==> config.mk <==
export PLATFORM = sky130hd
export DESIGN_NAME = cpu_top
export DESIGN_NICKNAME = d
export VERILOG_FILES = /design/src/cpu_pkg.sv /design/src/cpu_top.sv /design/src/instruction_decoder.sv /design/src/pc_sp_counter.sv /design/src/cpu_sequencer.sv /design/src/alu.sv /design/src/register_file.sv
export VERILOG_INCLUDE_DIRS = /design/src /design/src/src
export SDC_FILE = /design/constraint.sdc
export NUM_CORES = 1
export LEC_CHECK = 0
export BUFFER_PORTS_ARGS = -buffer_cell sky130_fd_sc_hd__buf_4
export CORE_ASPECT_RATIO = 1.75
export CORE_MARGIN = 4
export CORE_UTILIZATION = 25
export DETAILED_ROUTE_END_ITERATION = 12
export SLEW_MARGIN = 20
export SYNTH_ARGS = -nofsm -noshare
export SYNTH_HDL_FRONTEND = slang
export SYNTH_HIERARCHICAL = 1
export SYNTH_SLANG_ARGS = --single-unit
==> constraint.sdc <==
create_clock -name clk -period 6 [get_ports clk]
set_input_delay 0.9 -clock clk [delete_from_list [all_inputs] [get_ports clk]]
set_output_delay 0.9 -clock clk [all_outputs]
set_load 0.02 [all_outputs]
==> src/cpu_settings.svh <==
`ifndef CPU_SETTINGS_SVH
`define CPU_SETTINGS_SVH

// datapath and instruction word widths
`define CPU_DATA_WIDTH 16
`define CPU_INST_WIDTH 24

// pc after reset
`define CPU_RESET_VECTOR 16'h4000

// single interrupt handler entry
`define CPU_INT_VECTOR 16'h4004

// stack grows down from here
`define CPU_STACK_RESET 16'h0800

`endif
==> src/cpu_pkg.sv <==
package cpu_pkg;

	// opcode byte; length in bytes in the trailing comment
	// immediates follow the opcode, low byte first
	typedef enum logic [7:0] {
		OP_NOP        = 8'h00, // 1
		OP_TRAP       = 8'h01, // 1
		OP_RET        = 8'h02, // 1
		OP_RETI       = 8'h03, // 1
		OP_LD_XL_IMM  = 8'h10, // 2
		OP_LD_XL_DIR  = 8'h11, // 3
		OP_LD_DIR_XL  = 8'h12, // 3
		OP_LDW_Y_IMM  = 8'h13, // 3
		OP_LDW_Y_DIR  = 8'h14, // 3
		OP_LDW_DIR_Y  = 8'h15, // 3
		OP_ADDW_Y_IMM = 8'h16, // 3
		OP_ADD_IMM    = 8'h20, // 2
		OP_SUB_IMM    = 8'h21, // 2
		OP_AND_IMM    = 8'h22, // 2
		OP_OR_IMM     = 8'h23, // 2
		OP_XOR_IMM    = 8'h24, // 2
		OP_CP_IMM     = 8'h25, // 2
		OP_ADD_DIR    = 8'h28, // 3
		OP_SUB_DIR    = 8'h29, // 3
		OP_AND_DIR    = 8'h2a, // 3
		OP_OR_DIR     = 8'h2b, // 3
		OP_XOR_DIR    = 8'h2c, // 3
		OP_CP_DIR     = 8'h2d, // 3
		OP_JP         = 8'h30, // 3
		OP_CALL       = 8'h31, // 3
		OP_JR         = 8'h38, // 2, signed offset from own address
		OP_JRZ        = 8'h39, // 2
		OP_JRNZ       = 8'h3a, // 2
		OP_JRC        = 8'h3b, // 2
		OP_JRNC       = 8'h3c  // 2
	} opcode_t;

	typedef enum logic [2:0] {
		FETCH     = 3'd0,
		EXECUTE   = 3'd1,
		MEM_READ  = 3'd2,
		INT_ENTRY = 3'd3,
		HALT      = 3'd4
	} state_t;

	typedef enum logic [3:0] {
		PASS8  = 4'd0,
		PASS16 = 4'd1,
		ADD    = 4'd2,
		SUB    = 4'd3,
		AND    = 4'd4,
		OR     = 4'd5,
		XOR    = 4'd6,
		ADDW   = 4'd7
	} aluop_t;

	typedef enum logic [1:0] {
		IMM8  = 2'd0,
		IMM16 = 2'd1,
		MEM   = 2'd2
	} operand_src_t;

	// bit positions in the flag word
	localparam int FLAG_C = 0;
	localparam int FLAG_Z = 1;
	localparam int FLAG_N = 2;
	localparam int FLAG_O = 3;

endpackage

==> src/cpu_top.sv <==
`timescale 1ns/10ps
`include "cpu_settings.svh"

module cpu_top (
	input logic clk,
	input logic reset,
	output logic [`CPU_DATA_WIDTH-1:0] iread_addr,
	input logic [`CPU_INST_WIDTH-1:0] iread_data,
	output logic [`CPU_DATA_WIDTH-1:0] dread_addr,
	input logic [`CPU_DATA_WIDTH-1:0] dread_data,
	output logic [`CPU_DATA_WIDTH-1:0] dwrite_addr,
	output logic [`CPU_DATA_WIDTH-1:0] dwrite_data,
	output logic [1:0] dwrite_en,
	input logic interrupt,
	output logic trap
);

	cpu_pkg::state_t state;
	cpu_pkg::opcode_t opcode;
	cpu_pkg::aluop_t aluop;
	cpu_pkg::operand_src_t operand_src;
	logic [`CPU_DATA_WIDTH-1:0] imm;
	logic [`CPU_DATA_WIDTH-1:0] pc;
	logic [`CPU_DATA_WIDTH-1:0] sp;
	logic [`CPU_DATA_WIDTH-1:0] y;
	logic [`CPU_DATA_WIDTH-1:0] jump_target;
	logic [`CPU_DATA_WIDTH-1:0] dec_dwrite_addr;
	logic [`CPU_DATA_WIDTH-1:0] alu_a;
	logic [`CPU_DATA_WIDTH-1:0] alu_b;
	logic [`CPU_DATA_WIDTH-1:0] alu_result;
	logic [7:0] xl;
	logic [3:0] flags;
	logic [3:0] alu_flags;
	logic [3:0] alu_flags_valid;
	logic [3:0] flag_update;
	logic [1:0] length;
	logic [1:0] dec_dwrite_en;
	logic needs_mem;
	logic dec_write_xl;
	logic dec_write_y;
	logic jump;
	logic stack_push;
	logic ret_load;
	logic is_trap;
	logic is_reti;
	logic commit;

	assign iread_addr = pc;
	assign opcode = cpu_pkg::opcode_t'(iread_data[7:0]);
	assign imm = iread_data[23:8];

	cpu_sequencer sequencer_i (
		.clk(clk), .reset(reset), .interrupt(interrupt), .needs_mem(needs_mem),
		.is_trap(is_trap), .is_reti(is_reti), .state(state), .int_active(),
		.trap(trap)
	);

	pc_sp_counter counter_i (
		.clk(clk), .reset(reset), .state(state), .length(length), .jump(jump),
		.jump_target(jump_target), .ret_load(ret_load), .dread_data(dread_data),
		.stack_push(stack_push), .pc(pc), .sp(sp)
	);

	instruction_decoder decoder_i (
		.opcode(opcode), .imm(imm), .pc(pc), .sp(sp), .flags(flags), .aluop(aluop),
		.operand_src(operand_src), .length(length), .needs_mem(needs_mem),
		.write_xl(dec_write_xl), .write_y(dec_write_y), .jump(jump),
		.jump_target(jump_target), .stack_push(stack_push), .ret_load(ret_load),
		.is_trap(is_trap), .is_reti(is_reti), .dread_addr(dread_addr),
		.dwrite_addr(dec_dwrite_addr), .dwrite_en(dec_dwrite_en)
	);

	// only ldw and addw work on y
	assign alu_a = dec_write_y ? y : {8'h00, xl};

	always_comb
	begin
		case (operand_src)
			cpu_pkg::IMM16: alu_b = imm;
			cpu_pkg::MEM: alu_b = dread_data;
			default: alu_b = {8'h00, imm[7:0]};
		endcase
	end

	alu alu_i (
		.aluop(aluop), .a(alu_a), .b(alu_b), .result(alu_result),
		.flags_out(alu_flags), .flags_valid(alu_flags_valid)
	);

	// last cycle of the instruction
	assign commit = (state == cpu_pkg::EXECUTE && !needs_mem) || state == cpu_pkg::MEM_READ;

	// cp is the only flag-setting op that writes no register
	assign flag_update = (commit && (dec_write_xl || dec_write_y || aluop == cpu_pkg::SUB)) ?
		alu_flags_valid : 4'h0;

	register_file regs_i (
		.clk(clk), .reset(reset), .write_xl(commit && dec_write_xl),
		.write_y(commit && dec_write_y), .flag_update(flag_update), .result(alu_result),
		.new_flags(alu_flags), .xl(xl), .y(y), .flags(flags)
	);

	// interrupt entry pushes the pc of the instruction not yet run
	always_comb
	begin
		if (state == cpu_pkg::INT_ENTRY)
		begin
			dwrite_en = 2'b11;
			dwrite_addr = sp - 16'd2;
			dwrite_data = pc;
		end
		else
		begin
			dwrite_en = (state == cpu_pkg::EXECUTE) ? dec_dwrite_en : 2'b00;
			dwrite_addr = dec_dwrite_addr;
			if (stack_push)
				dwrite_data = pc + {{(`CPU_DATA_WIDTH-2){1'b0}}, length};
			else if (dec_dwrite_en == 2'b11)
				dwrite_data = y;
			else
				dwrite_data = {8'h00, xl};
		end
	end

endmodule

==> src/instruction_decoder.sv <==
`timescale 1ns/10ps
`include "cpu_settings.svh"

module instruction_decoder (
	input cpu_pkg::opcode_t opcode,
	input logic [`CPU_DATA_WIDTH-1:0] imm,
	input logic [`CPU_DATA_WIDTH-1:0] pc,
	input logic [`CPU_DATA_WIDTH-1:0] sp,
	input logic [3:0] flags,
	output cpu_pkg::aluop_t aluop,
	output cpu_pkg::operand_src_t operand_src,
	output logic [1:0] length,
	output logic needs_mem,
	output logic write_xl,
	output logic write_y,
	output logic jump,
	output logic [`CPU_DATA_WIDTH-1:0] jump_target,
	output logic stack_push,
	output logic ret_load,
	output logic is_trap,
	output logic is_reti,
	output logic [`CPU_DATA_WIDTH-1:0] dread_addr,
	output logic [`CPU_DATA_WIDTH-1:0] dwrite_addr,
	output logic [1:0] dwrite_en
);

	cpu_pkg::aluop_t group_op;
	logic [`CPU_DATA_WIDTH-1:0] rel_target;

	assign rel_target = pc + {{8{imm[7]}}, imm[7:0]};

	// low opcode bits pick the 8-bit operation, cp shares sub
	always_comb
	begin
		case (opcode[2:0])
			3'd0: group_op = cpu_pkg::ADD;
			3'd2: group_op = cpu_pkg::AND;
			3'd3: group_op = cpu_pkg::OR;
			3'd4: group_op = cpu_pkg::XOR;
			default: group_op = cpu_pkg::SUB;
		endcase
	end

	always_comb
	begin
		aluop = cpu_pkg::PASS8;
		operand_src = cpu_pkg::IMM8;
		length = 2'd1;
		needs_mem = 1'b0;
		write_xl = 1'b0;
		write_y = 1'b0;
		jump = 1'b0;
		jump_target = imm;
		stack_push = 1'b0;
		ret_load = 1'b0;
		is_trap = 1'b0;
		is_reti = 1'b0;
		dread_addr = imm;
		dwrite_addr = imm;
		dwrite_en = 2'b00;
		case (opcode)
			cpu_pkg::OP_LD_XL_IMM:
			begin
				length = 2'd2;
				write_xl = 1'b1;
			end
			cpu_pkg::OP_LD_XL_DIR:
			begin
				length = 2'd3;
				operand_src = cpu_pkg::MEM;
				needs_mem = 1'b1;
				write_xl = 1'b1;
			end
			cpu_pkg::OP_LD_DIR_XL:
			begin
				length = 2'd3;
				dwrite_en = 2'b01;
			end
			cpu_pkg::OP_LDW_Y_IMM:
			begin
				length = 2'd3;
				aluop = cpu_pkg::PASS16;
				operand_src = cpu_pkg::IMM16;
				write_y = 1'b1;
			end
			cpu_pkg::OP_LDW_Y_DIR:
			begin
				length = 2'd3;
				aluop = cpu_pkg::PASS16;
				operand_src = cpu_pkg::MEM;
				needs_mem = 1'b1;
				write_y = 1'b1;
			end
			cpu_pkg::OP_LDW_DIR_Y:
			begin
				length = 2'd3;
				dwrite_en = 2'b11;
			end
			cpu_pkg::OP_ADDW_Y_IMM:
			begin
				length = 2'd3;
				aluop = cpu_pkg::ADDW;
				operand_src = cpu_pkg::IMM16;
				write_y = 1'b1;
			end
			cpu_pkg::OP_ADD_IMM, cpu_pkg::OP_SUB_IMM, cpu_pkg::OP_AND_IMM,
			cpu_pkg::OP_OR_IMM, cpu_pkg::OP_XOR_IMM, cpu_pkg::OP_CP_IMM:
			begin
				length = 2'd2;
				aluop = group_op;
				write_xl = (opcode != cpu_pkg::OP_CP_IMM);
			end
			cpu_pkg::OP_ADD_DIR, cpu_pkg::OP_SUB_DIR, cpu_pkg::OP_AND_DIR,
			cpu_pkg::OP_OR_DIR, cpu_pkg::OP_XOR_DIR, cpu_pkg::OP_CP_DIR:
			begin
				length = 2'd3;
				aluop = group_op;
				operand_src = cpu_pkg::MEM;
				needs_mem = 1'b1;
				write_xl = (opcode != cpu_pkg::OP_CP_DIR);
			end
			cpu_pkg::OP_JP:
			begin
				length = 2'd3;
				jump = 1'b1;
			end
			cpu_pkg::OP_CALL:
			begin
				length = 2'd3;
				jump = 1'b1;
				stack_push = 1'b1;
				dwrite_addr = sp - 16'd2;
				dwrite_en = 2'b11;
			end
			cpu_pkg::OP_JR, cpu_pkg::OP_JRZ, cpu_pkg::OP_JRNZ,
			cpu_pkg::OP_JRC, cpu_pkg::OP_JRNC:
			begin
				length = 2'd2;
				jump_target = rel_target;
				case (opcode)
					cpu_pkg::OP_JRZ: jump = flags[cpu_pkg::FLAG_Z];
					cpu_pkg::OP_JRNZ: jump = !flags[cpu_pkg::FLAG_Z];
					cpu_pkg::OP_JRC: jump = flags[cpu_pkg::FLAG_C];
					cpu_pkg::OP_JRNC: jump = !flags[cpu_pkg::FLAG_C];
					default: jump = 1'b1;
				endcase
			end
			cpu_pkg::OP_RET, cpu_pkg::OP_RETI:
			begin
				needs_mem = 1'b1;
				ret_load = 1'b1;
				dread_addr = sp;
				is_reti = (opcode == cpu_pkg::OP_RETI);
			end
			cpu_pkg::OP_TRAP: is_trap = 1'b1;
			default: length = 2'd1;
		endcase
	end

endmodule

==> src/pc_sp_counter.sv <==
`timescale 1ns/10ps
`include "cpu_settings.svh"

module pc_sp_counter (
	input logic clk,
	input logic reset,
	input cpu_pkg::state_t state,
	input logic [1:0] length,
	input logic jump,
	input logic [`CPU_DATA_WIDTH-1:0] jump_target,
	input logic ret_load,
	input logic [`CPU_DATA_WIDTH-1:0] dread_data,
	input logic stack_push,
	output logic [`CPU_DATA_WIDTH-1:0] pc,
	output logic [`CPU_DATA_WIDTH-1:0] sp
);

	logic [`CPU_DATA_WIDTH-1:0] seq_pc;

	// next instruction, also the call return address
	assign seq_pc = pc + {{(`CPU_DATA_WIDTH-2){1'b0}}, length};

	always_ff @(posedge clk)
	begin
		if (reset)
		begin
			pc <= `CPU_RESET_VECTOR;
			sp <= `CPU_STACK_RESET;
		end
		else
		begin
			case (state)
				cpu_pkg::EXECUTE:
				begin
					// instruction word already captured, so pc may move on
					pc <= jump ? jump_target : seq_pc;
					if (stack_push)
						sp <= sp - 16'd2;
				end
				cpu_pkg::MEM_READ:
				begin
					if (ret_load)
					begin
						pc <= dread_data;
						sp <= sp + 16'd2;
					end
				end
				cpu_pkg::INT_ENTRY:
				begin
					pc <= `CPU_INT_VECTOR;
					sp <= sp - 16'd2;
				end
				default:
				begin
					pc <= pc;
					sp <= sp;
				end
			endcase
		end
	end

endmodule

==> src/cpu_sequencer.sv <==
`timescale 1ns/10ps

module cpu_sequencer (
	input logic clk,
	input logic reset,
	input logic interrupt,
	input logic needs_mem,
	input logic is_trap,
	input logic is_reti,
	output cpu_pkg::state_t state,
	output logic int_active,
	output logic trap
);

	cpu_pkg::state_t next_state;

	always_comb
	begin
		next_state = state;
		case (state)
			cpu_pkg::FETCH:
			begin
				// interrupt only between instructions, one level deep
				if (interrupt && !int_active)
					next_state = cpu_pkg::INT_ENTRY;
				else
					next_state = cpu_pkg::EXECUTE;
			end
			cpu_pkg::EXECUTE:
			begin
				if (is_trap)
					next_state = cpu_pkg::HALT;
				else if (needs_mem)
					next_state = cpu_pkg::MEM_READ;
				else
					next_state = cpu_pkg::FETCH;
			end
			cpu_pkg::MEM_READ: next_state = cpu_pkg::FETCH;
			cpu_pkg::INT_ENTRY: next_state = cpu_pkg::FETCH;
			cpu_pkg::HALT: next_state = cpu_pkg::HALT;
			default: next_state = cpu_pkg::FETCH;
		endcase
	end

	always_ff @(posedge clk)
	begin
		if (reset)
		begin
			state <= cpu_pkg::FETCH;
			int_active <= 1'b0;
		end
		else
		begin
			state <= next_state;
			if (state == cpu_pkg::INT_ENTRY)
				int_active <= 1'b1;
			// reti pops its return address in MEM_READ
			else if (state == cpu_pkg::MEM_READ && is_reti)
				int_active <= 1'b0;
		end
	end

	// held until reset
	assign trap = (state == cpu_pkg::HALT);

endmodule

==> src/alu.sv <==
`timescale 1ns/10ps
`include "cpu_settings.svh"

module alu (
	input cpu_pkg::aluop_t aluop,
	input logic [`CPU_DATA_WIDTH-1:0] a,
	input logic [`CPU_DATA_WIDTH-1:0] b,
	output logic [`CPU_DATA_WIDTH-1:0] result,
	output logic [3:0] flags_out,
	output logic [3:0] flags_valid
);

	logic [8:0] sum8;
	logic [8:0] diff8;
	logic [16:0] sum16;
	logic wide;
	logic arith;
	logic carry;
	logic overflow;

	assign sum8 = {1'b0, a[7:0]} + {1'b0, b[7:0]};
	assign diff8 = {1'b0, a[7:0]} - {1'b0, b[7:0]};
	assign sum16 = {1'b0, a} + {1'b0, b};

	always_comb
	begin
		result = '0;
		wide = 1'b0;
		arith = 1'b0;
		carry = 1'b0;
		overflow = 1'b0;
		case (aluop)
			cpu_pkg::PASS8: result = {8'h00, b[7:0]};
			cpu_pkg::PASS16:
			begin
				result = b;
				wide = 1'b1;
			end
			cpu_pkg::ADD:
			begin
				result = {8'h00, sum8[7:0]};
				arith = 1'b1;
				carry = sum8[8];
				overflow = (a[7] == b[7]) && (sum8[7] != a[7]);
			end
			cpu_pkg::SUB:
			begin
				// carry is the borrow, set when a < b unsigned
				result = {8'h00, diff8[7:0]};
				arith = 1'b1;
				carry = diff8[8];
				overflow = (a[7] != b[7]) && (diff8[7] != a[7]);
			end
			cpu_pkg::AND: result = {8'h00, a[7:0] & b[7:0]};
			cpu_pkg::OR: result = {8'h00, a[7:0] | b[7:0]};
			cpu_pkg::XOR: result = {8'h00, a[7:0] ^ b[7:0]};
			cpu_pkg::ADDW:
			begin
				result = sum16[15:0];
				wide = 1'b1;
				arith = 1'b1;
				carry = sum16[16];
				overflow = (a[15] == b[15]) && (sum16[15] != a[15]);
			end
			default: result = '0;
		endcase

		flags_out[cpu_pkg::FLAG_C] = carry;
		flags_out[cpu_pkg::FLAG_O] = overflow;
		flags_out[cpu_pkg::FLAG_Z] = wide ? (result == '0) : (result[7:0] == 8'h00);
		flags_out[cpu_pkg::FLAG_N] = wide ? result[15] : result[7];

		// z and n always, c and o for arithmetic only
		flags_valid[cpu_pkg::FLAG_C] = arith;
		flags_valid[cpu_pkg::FLAG_O] = arith;
		flags_valid[cpu_pkg::FLAG_Z] = 1'b1;
		flags_valid[cpu_pkg::FLAG_N] = 1'b1;
	end

endmodule

==> src/register_file.sv <==
`timescale 1ns/10ps
`include "cpu_settings.svh"

module register_file (
	input logic clk,
	input logic reset,
	input logic write_xl,
	input logic write_y,
	input logic [3:0] flag_update,
	input logic [`CPU_DATA_WIDTH-1:0] result,
	input logic [3:0] new_flags,
	output logic [7:0] xl,
	output logic [`CPU_DATA_WIDTH-1:0] y,
	output logic [3:0] flags
);

	always_ff @(posedge clk)
	begin
		if (reset)
		begin
			xl <= 8'h00;
			y <= '0;
			flags <= 4'h0;
		end
		else
		begin
			if (write_xl)
				xl <= result[7:0];
			if (write_y)
				y <= result;
			// only the flags the operation defines
			flags <= (flags & ~flag_update) | (new_flags & flag_update);
		end
	end

endmodule

# Word level (Yosys, flattened, before mapping)
# Cells that the tools add are included.
[classes] n_reduce_logical=42 bitwise_logic=7 muxes=45 n_eq_ne=56 add_sub_neg=7
[ops] operator="$mux W16" n=12
[ops] operator="$eq A8 B6 Y1 const B" n=19
[ops] operator="$pmux W16 S8" n=1
[ops] operator="$pmux W16 S3" n=2
[ops] operator="$eq A8 B5 Y1 const B" n=7
[ops] operator="$pmux W16 S2" n=1
[ops] operator="$reduce_or A12 Y1" n=2
[ops] operator="$eq A3 B2 Y1 const B" n=6
[ops] operator="$eq A3 B3 Y1 const B" n=6
[ops] operator="$pmux W3 S3" n=2
[ops] operator="$add A16 B16 Y17" n=1
[ops] operator="$add A16 B16 Y16" n=1
[ops] operator="$add A16 B2 Y16" n=1
[ops] operator="$add A16 B2 Y16 const B" n=1
[ops] operator="$eq A8 B2 Y1 const B" n=2
[ops] operator="$logic_not A16 Y1" n=1
[ops] operator="$ne A8 B6 Y1 const B" n=2
[ops] operator="$sub A16 B2 Y16 const B" n=1
[ops] operator="$reduce_or A14 Y1" n=1
[ops] operator="$reduce_or A2 Y1" n=7
[ops] operator="$mux W1" n=12
[ops] operator="$pmux W2 S2" n=3
[ops] operator="$pmux W3 S4" n=1
[ops] operator="$reduce_or A6 Y1" n=2
[ops] operator="35 further kinds" n=63
[word_totals] word_cells=164 ff_bits=64

# Depth between registers and ports, before layout
# Gate-level depths: netlist (run 1).
[depth] word_depth=11 depth_mapped=26

# By module
# Netlist (run 1), hierarchy kept.
[by_module_without_submodules] mod="pc_sp_counter" area_each_um2=2444.8 seq_area_each_um2=620.6 n_inst=1 cells_each=330
[by_module_without_submodules] mod="alu" area_each_um2=2199.6 seq_area_each_um2=0.0 n_inst=1 cells_each=316
[by_module_without_submodules] mod="instruction_decoder" area_each_um2=1855.5 seq_area_each_um2=0.0 n_inst=1 cells_each=296
[by_module_without_submodules] mod="cpu_top" area_each_um2=1676.6 seq_area_each_um2=0.0 n_inst=1 cells_each=272
[by_module_without_submodules] mod="register_file" area_each_um2=999.7 seq_area_each_um2=560.5 n_inst=1 cells_each=90
[by_module_without_submodules] mod="cpu_sequencer" area_each_um2=180.2 seq_area_each_um2=80.1 n_inst=1 cells_each=16

# Least setup slack after synthesis (run 1)
# Ideal clock, no wire load.
[synth_path] path_type="input -> register" start="input port iread_data[3]" end="register (tool-made name)" t_arrival_ns=5.376 setup_time_ns=0.064 path_stages=24 setup_slack_ns=0.560 t_required_ns=5.936 path_cell_list="buf_6 or4b_4 or2_4 nor2_2 a21oi_1 o22ai_2 ha_1 clkbuf_1 or2_2 clkbuf_1 a22o_1 ha_1 inv_1 fa_1 nor2b_1 o2111ai_2 a21oi_2 o21ba_1 o21a_1 or3_1 a32o_1 nor4_2 mux2i_1 nor2_1"
[synth_rtl] item="from (decl)" line_no="cpu_top.sv:8" source="input logic [`CPU_INST_WIDTH-1:0] iread_data,"

==> flow_metrics.py, run 1 <==
metrics = {
    "outcome": {
        "outcome": "completed",
    },
    "grt": {
        "grt_start_max_net_pins": 70,
        "grt_pass1_wl_mm": 57.56,
        "grt_overflow": 0,
        "grt_pass1_vias": 9859,
        "antenna_found_initial": 0,
        "grt_util_all_layers": 0.1854,
    },
    "layout": {
        "final_common_cell": "buf_4",
        "drive_gt1_frac": 0.1712,
        "area_delta_synth_final_pct": 18.70,
        "antenna_cells": 0,
        "fin_cells": 1860,
        "layout_common_cells": "buf_4 (159), nand2_1 (157), nor2_1 (114), o21ai_0 (90), a21oi_1 (79)",
        "design_area_sq_mm": 0.01087,
        "layout.nets": 1504,
    },
    "worst_setup_path": {
        "startpoint_type": "input port",
        "crit_type": "input port to register",
        "crit_buf_inv": 5,
        "arrival_ns": 5.81,
        "cp_cell_sequence": "buf_4 -> or4b_4 -> or2_4 -> nor2_2 -> a21oi_1 -> o22ai_2 -> ha_1 -> nor2b_1 -> buf_4 -> a22o_1 -> inv_1 -> ha_1 -> buf_4 -> nor3_1 -> or3_1 -> a22o_1 -> o22ai_1 -> o211ai_1 -> nor4_1 -> buf_4 -> nand4_1 -> nor4_2 -> mux2i_1 -> nor2_1",
        "cp_slowest_cell": "or4b_4",
        "timing.critical_path.mode_cell": "buf_4",
        "slowest_delay_ns": 0.55,
        "path_delay_family": "simple AND/OR/NAND/NOR gates",
        "end_kind": "register",
        "required_ns": 6.29,
        "path_max_fanout": 10,
    },
    "clocking": {
        "post_cts_resized": 0,
        "cts_tree": "built",
        "cts_root_buf": "clkbuf_16",
        "post_cts_buffers": 0,
        "clk_pin_slew_worst_paths_ns": 0.06,
        "clock-sinks": 61,
        "cts_hold_buffers": 0,
        "cts.path.max_buffers": 2,
        "cts-buffers-inserted": 9,
        "cts_max_level": 3,
        "clock_latency_ns": 0.36,
    },
    "placed_design": {
        "dp_hpwl_mm": 31.13,
        "dpl_cell_area_sq_mm": 0.01055,
        "port_buffers": 109,
        "dp_cells": 1844,
        "pre_cts_slack_ns": 0.1487,
        "routabilityCongestion": 0.9277,
    },
    "yosys": {
        "avgSynthCellArea_sq_um": 7.083,
        "syn_inst": 1293,
        "synthesis.area_sq_mm": 0.009159,
        "syn-num-nets": 1412,
        "synth_warnings": 6,
    },
    "timing": {
        "slew_headroom": 0.4426,
        "fin_crit_sh": 0.9194,
        "finalSetupTns_ns": 0,
        "slew_violations": 0,
        "setup_ws_ns": 0.4835,
        "tightest_slew_ns": 0.8362,
        "rsz0062_at_grt": "false",
        "setup_viol": 0,
        "finalHoldViolCount": 0,
        "fin_skew_ns": 0.008807,
        "max_freq_ghz": 0.1813,
        "period_needed_ns": 5.516,
    },
    "power": {
        "powerDensity_mw_per_mm2": 151.4,
        "swShare": 0.3770,
        "switchingPower_mw": 0.6206,
        "combinationalPowerShare": 0.366,
        "peakVddDrop_uv": 136.1,
        "clkPwrFrac": 0.350,
        "pwr-share-seq": 0.283,
        "fin_total_pwr_mw": 1.646,
        "leakagePower_nw": 4.532,
        "p_int_mw": 1.025,
    },
    "detailed_routing": {
        "via_per_inst": 5.391,
        "wl_per_cell_um": 20.66,
        "ant_nets": 0,
        "finalWirelength_mm": 38.43,
        "detail_route.iter0.violations": 464,
        "via_count": 10028,
        "drc": 0,
        "first_pass_iters": 5,
    },
    "die": {
        "die_y_um": 261.2,
        "rows": 92,
        "num_io_pins": 110,
        "fp.dieW_um": 152.7,
        "coreArea_sq_mm": 0.03614,
        "start_util": 0.2534,
        "die_area_sq_mm": 0.03988,
    },
    "hold_path": {
        "holdCritPathClass": "register to register",
    },
    "job": {
        "maxCapViolations": 0,
    },
}
path summary, 6_finish.rpt:
check | slack, ns | cells after the start | start | endpoint
worst max register to register | 2.42 | 11 | sequencer_i/state[0] | counter_i/sp[15]
worst min register to register | 0.49 | 2 | counter_i/pc[2] | counter_i/pc[2]
worst min-delay path | 0.49 | 2 | counter_i/pc[2] | counter_i/pc[2]
worst max-delay path | 0.48 | 24 | iread_data[3] | register
registers in the layout, summed over array words and instances (netlist names), named ones only:
register	flops
counter_i/pc	16
regs_i/xl	8
sequencer_i/state	3
counter_i/sp	15
sequencer_i/int_active	1
regs_i/y	16
power groups by stage:
stage / Combinational [mW] / Clock (mW) / Sequential (mW)
2_1_floorplan: 0.394 / 0 / 0.469
3_3_place_gp: 0.593 / 0 / 0.473
3_5_place_dp: 0.599 / 0 / 0.474
4_1_cts: 0.601 / 0.584 / 0.465
5_1_grt: 0.661 / 0.599 / 0.469
6_report: 0.603 / 0.576 / 0.467
tightest hold or removal path, delay by kind of cell, from the launching register on:
kind,cells,cell delay [ns]
AOI/OAI and AO/OA,1,0.05
DFF,1,0.33
and+or+nand+nor,1,0.06
area by class of cell:
type,instances,area (sq um)
Clock buffer,13,270.3
Clock inverter,3,42.54
Fill cell,4001,25270
Inverter,57,214.0
Multi-Input combinational cell,1097,7342
Sequential cell,61,1221
Tap cell,470,588.1
Timing Repair Buffer,159,1194
per-stage QoR:
step | utilization | hold slack [ns]
after global routing | 0.3008 | 0.4996
after floorplan | - | 0.4541
final | 0.3008 | 0.4863
after CTS | 0.3006 | 0.4852
after detailed placement | 0.2920 | 0.4721
after global placement | 0.2919 | 0.4704
routing by layer:
| metal | wire [um] | global-route usage | up-vias |
|---|---|---|---|
| li1 | - | - | 4900 |
| met1 | 13810 | 0.1823 | 4771 |
| met2 | 20230 | 0.3520 | 267 |
| met3 | 1284 | 0.02397 | 90 |
| met4 | 3117 | 0.1375 | 0 |
| met5 | 0 | 0 | - |
Note: power is estimated with default switching activity, not from simulation.
==> run 2, diff against run 1 <==
- ABC_AREA: default -> 1
==> run 2 against run 1 <==
Hold slack got worse by 0.023 ns. Sequential power increased by 3%. Highest routed layer unchanged. Flip-flop and latch count unchanged. Sequential share of layout area decreased by 1.0 points. Die area increased by 12%. Setup slack improved by 0.39 ns. Non-clock buffer count decreased by 40. Clock power increased by 4.2%. Combinational power increased by 16%. Clock-buffer cell count decreased by 1.
==> flow_metrics.py, run 2 <==
metrics = {
    "timing": {
        "finalHoldViolCount": 0,
        "setup_viol": 0,
        "finalSetupTns_ns": 0,
        "slew_violations": 0,
        "fin_crit_sh": 0.8539,
        "slew_headroom": 0.3866,
        "rsz0062_at_grt": "false",
        "tightest_slew_ns": 0.9144,
        "max_freq_ghz": 0.1952,
        "setup_ws_ns": 0.8766,
        "period_needed_ns": 5.123,
        "fin_skew_ns": 0.01181,
    },
    "die": {
        "start_util": 0.2530,
        "num_io_pins": 110,
        "die_area_sq_mm": 0.04477,
        "rows": 98,
        "fp.dieW_um": 161.7,
        "die_y_um": 276.9,
        "coreArea_sq_mm": 0.04083,
    },
    "worst_setup_path": {
        "crit_buf_inv": 6,
        "required_ns": 5.10,
        "arrival_ns": 4.22,
        "reg2regPathDepth": 22,
        "crit_type": "input port to output pin",
        "path_max_fanout": 23,
        "slowest_delay_ns": 0.44,
        "startpoint_type": "input port",
        "critical_path_depth": 19,
        "path_delay_family": "simple AND/OR/NAND/NOR gates",
        "cp_slowest_cell": "nand3b_4",
        "end_kind": "output pin",
        "cp_cell_sequence": "buf_4 -> nor2_2 -> nand3_2 -> inv_1 -> nand3_2 -> nand3b_4 -> nor2_1 -> nand2_1 -> inv_1 -> fa_1 -> inv_1 -> nand2_2 -> nor3_4 -> nand2_1 -> o21ai_1 -> nand2_1 -> nand2_1 -> inv_1 -> buf_4",
    },
    "clocking": {
        "clock_latency_ns": 0.37,
        "cts-buffers-inserted": 9,
        "post_cts_resized": 0,
        "cts_max_level": 3,
        "cts_tree": "built",
        "clock-sinks": 61,
        "cts.path.max_buffers": 2,
        "cts_hold_buffers": 0,
        "cts_root_buf": "clkbuf_16",
        "post_cts_buffers": 0,
        "clk_pin_slew_worst_paths_ns": 0.05,
    },
    "grt": {
        "grt_pass1_vias": 12033,
        "grt_util_all_layers": 0.1932,
        "grt_overflow": 0,
        "grt_pass1_wl_mm": 67.15,
        "antenna_found_initial": 3,
        "grt_start_max_net_pins": 43,
    },
    "yosys": {
        "syn-num-nets": 2043,
        "synth_warnings": 6,
        "syn_inst": 1924,
        "avgSynthCellArea_sq_um": 5.370,
        "synthesis.area_sq_mm": 0.01033,
    },
    "power": {
        "combinationalPowerShare": 0.392,
        "powerDensity_mw_per_mm2": 149.1,
        "leakagePower_nw": 6.220,
        "switchingPower_mw": 0.7290,
        "clkPwrFrac": 0.337,
        "pwr-share-seq": 0.271,
        "p_int_mw": 1.050,
        "fin_total_pwr_mw": 1.779,
        "peakVddDrop_uv": 142.8,
        "swShare": 0.4098,
    },
    "layout": {
        "fin_cells": 2564,
        "layout.nets": 2125,
        "design_area_sq_mm": 0.01193,
        "drive_gt1_frac": 0.1129,
        "nFillCells": 4641,
        "final_common_cell": "nand2_1",
        "top_regs": "counter_i/pc (16), regs_i/y (16), counter_i/sp (15)",
        "layout_common_cells": "nand2_1 (614), inv_1 (315), nor2_1 (219), nand3_1 (149), buf_4 (119)",
        "area_delta_synth_final_pct": 15.49,
    },
    "detailed_routing": {
        "ant_nets": 0,
        "detail_route.iter0.violations": 959,
        "drc": 0,
        "route.met2.wl_mm": 23.16,
        "drt-met1-wl_mm": 15.82,
        "wl_per_cell_um": 17.29,
        "via_per_inst": 4.812,
        "finalWirelength_mm": 44.34,
        "highest_layer": "met4",
        "first_pass_iters": 6,
        "dr_wl_met3_mm": 1.874,
        "via_count": 12337,
    },
    "outcome": {
        "outcome": "completed",
    },
    "placed_design": {
        "port_buffers": 109,
        "dpl_cell_area_sq_mm": 0.01160,
        "dp_cells": 2545,
        "pre_cts_slack_ns": 0.7829,
        "dp_hpwl_mm": 36.32,
        "routabilityCongestion": 0.9502,
    },
    "hold_path": {
        "hold-path-cell-count": 2,
        "holdCritPathClass": "register to register",
    },
    "job": {
        "maxCapViolations": 0,
    },
}
[run 2: cell count changes in the layout (fill, tap and decap cells not counted), moves of 22 or more]
| cell | delta |
|---|---|
| a211oi_1 | -23 |
| buf_4 | -40 |
| inv_1 | +258 |
| mux2_2 | -25 |
| mux2i_1 | -33 |
| nand2_1 | +457 |
| nand3_1 | +117 |
| nor2_1 | +105 |
| nor2b_1 | -25 |
| nor3_1 | -22 |
| o21ai_0 | +28 |
| xnor2_1 | -23 |
[run 2: routing by layer]
layer / GRT usage / up-vias
li1: - / 6227
met1: 0.1902 / 5569
met2: 0.3638 / 396
met3: 0.02427 / 145
met4: 0.1415 / 0
met5: 0 / -
[run 2: per-stage QoR]
| step | hold slack, ns | utilization |
|---|---|---|
| 2_1_floorplan | 0.4335 | - |
| 3_3_place_gp | 0.4570 | 0.2841 |
| 3_5_place_dp | 0.4597 | 0.2841 |
| 4_1_cts | 0.4657 | 0.2921 |
| 5_1_grt | 0.4973 | 0.2922 |
| 6_report | 0.4637 | 0.2922 |
[run 2: worst paths after layout]
kind | startpoint | endpoint | slack [ns]
worst min register to register | sequencer_i/int_active | sequencer_i/int_active | 0.46
worst max-delay path | iread_data[7] | dwrite_data[10] | 0.88
worst max register to register | regs_i/xl[0] | register | 2.83
worst min-delay path | sequencer_i/int_active | sequencer_i/int_active | 0.46
[run 2: power by group through the flow]
stage / sequential [mW] / clock (mW) / combinational [mW]
6_report: 0.482 / 0.600 / 0.697
5_1_grt: 0.485 / 0.625 / 0.778
4_1_cts: 0.481 / 0.611 / 0.694
3_5_place_dp: 0.490 / 0 / 0.691
3_3_place_gp: 0.490 / 0 / 0.684
2_1_floorplan: 0.479 / 0 / 0.454
[run 2: area by class of cell]
class                      count  area (sq um)  area share
timing repair buffer         119         893.4     0.07487
multi-input combinational   1482          7543      0.6322
clock buffer                  12         256.5     0.02150
antenna                        3         7.507   0.0006291
sequential                    61          1221      0.1023
inverter                     333          1252      0.1050
clock inverter                 4         70.07    0.005872
tap                          550         688.2     0.05767
[run 2: worst reg2reg max path, cell delays in order (launching register included)]
cell     delay, ns
dfxtp_1       0.34
inv_1         0.06
o21ai_0       0.39
ha_1          0.36
inv_1         0.09
fa_1          0.42
inv_1         0.15
nand3_1       0.09
nand3_1       0.17
nand2_1       0.10
nand2_1       0.09
nand2_1       0.05
nand3_1       0.06
nand2_1       0.07
inv_1         0.05
nand3_1       0.07
nor2_1        0.13
nand2_1       0.10
nor2_1        0.11
inv_1         0.05
nand2_1       0.05
nand2_1       0.04
nor2_1        0.09
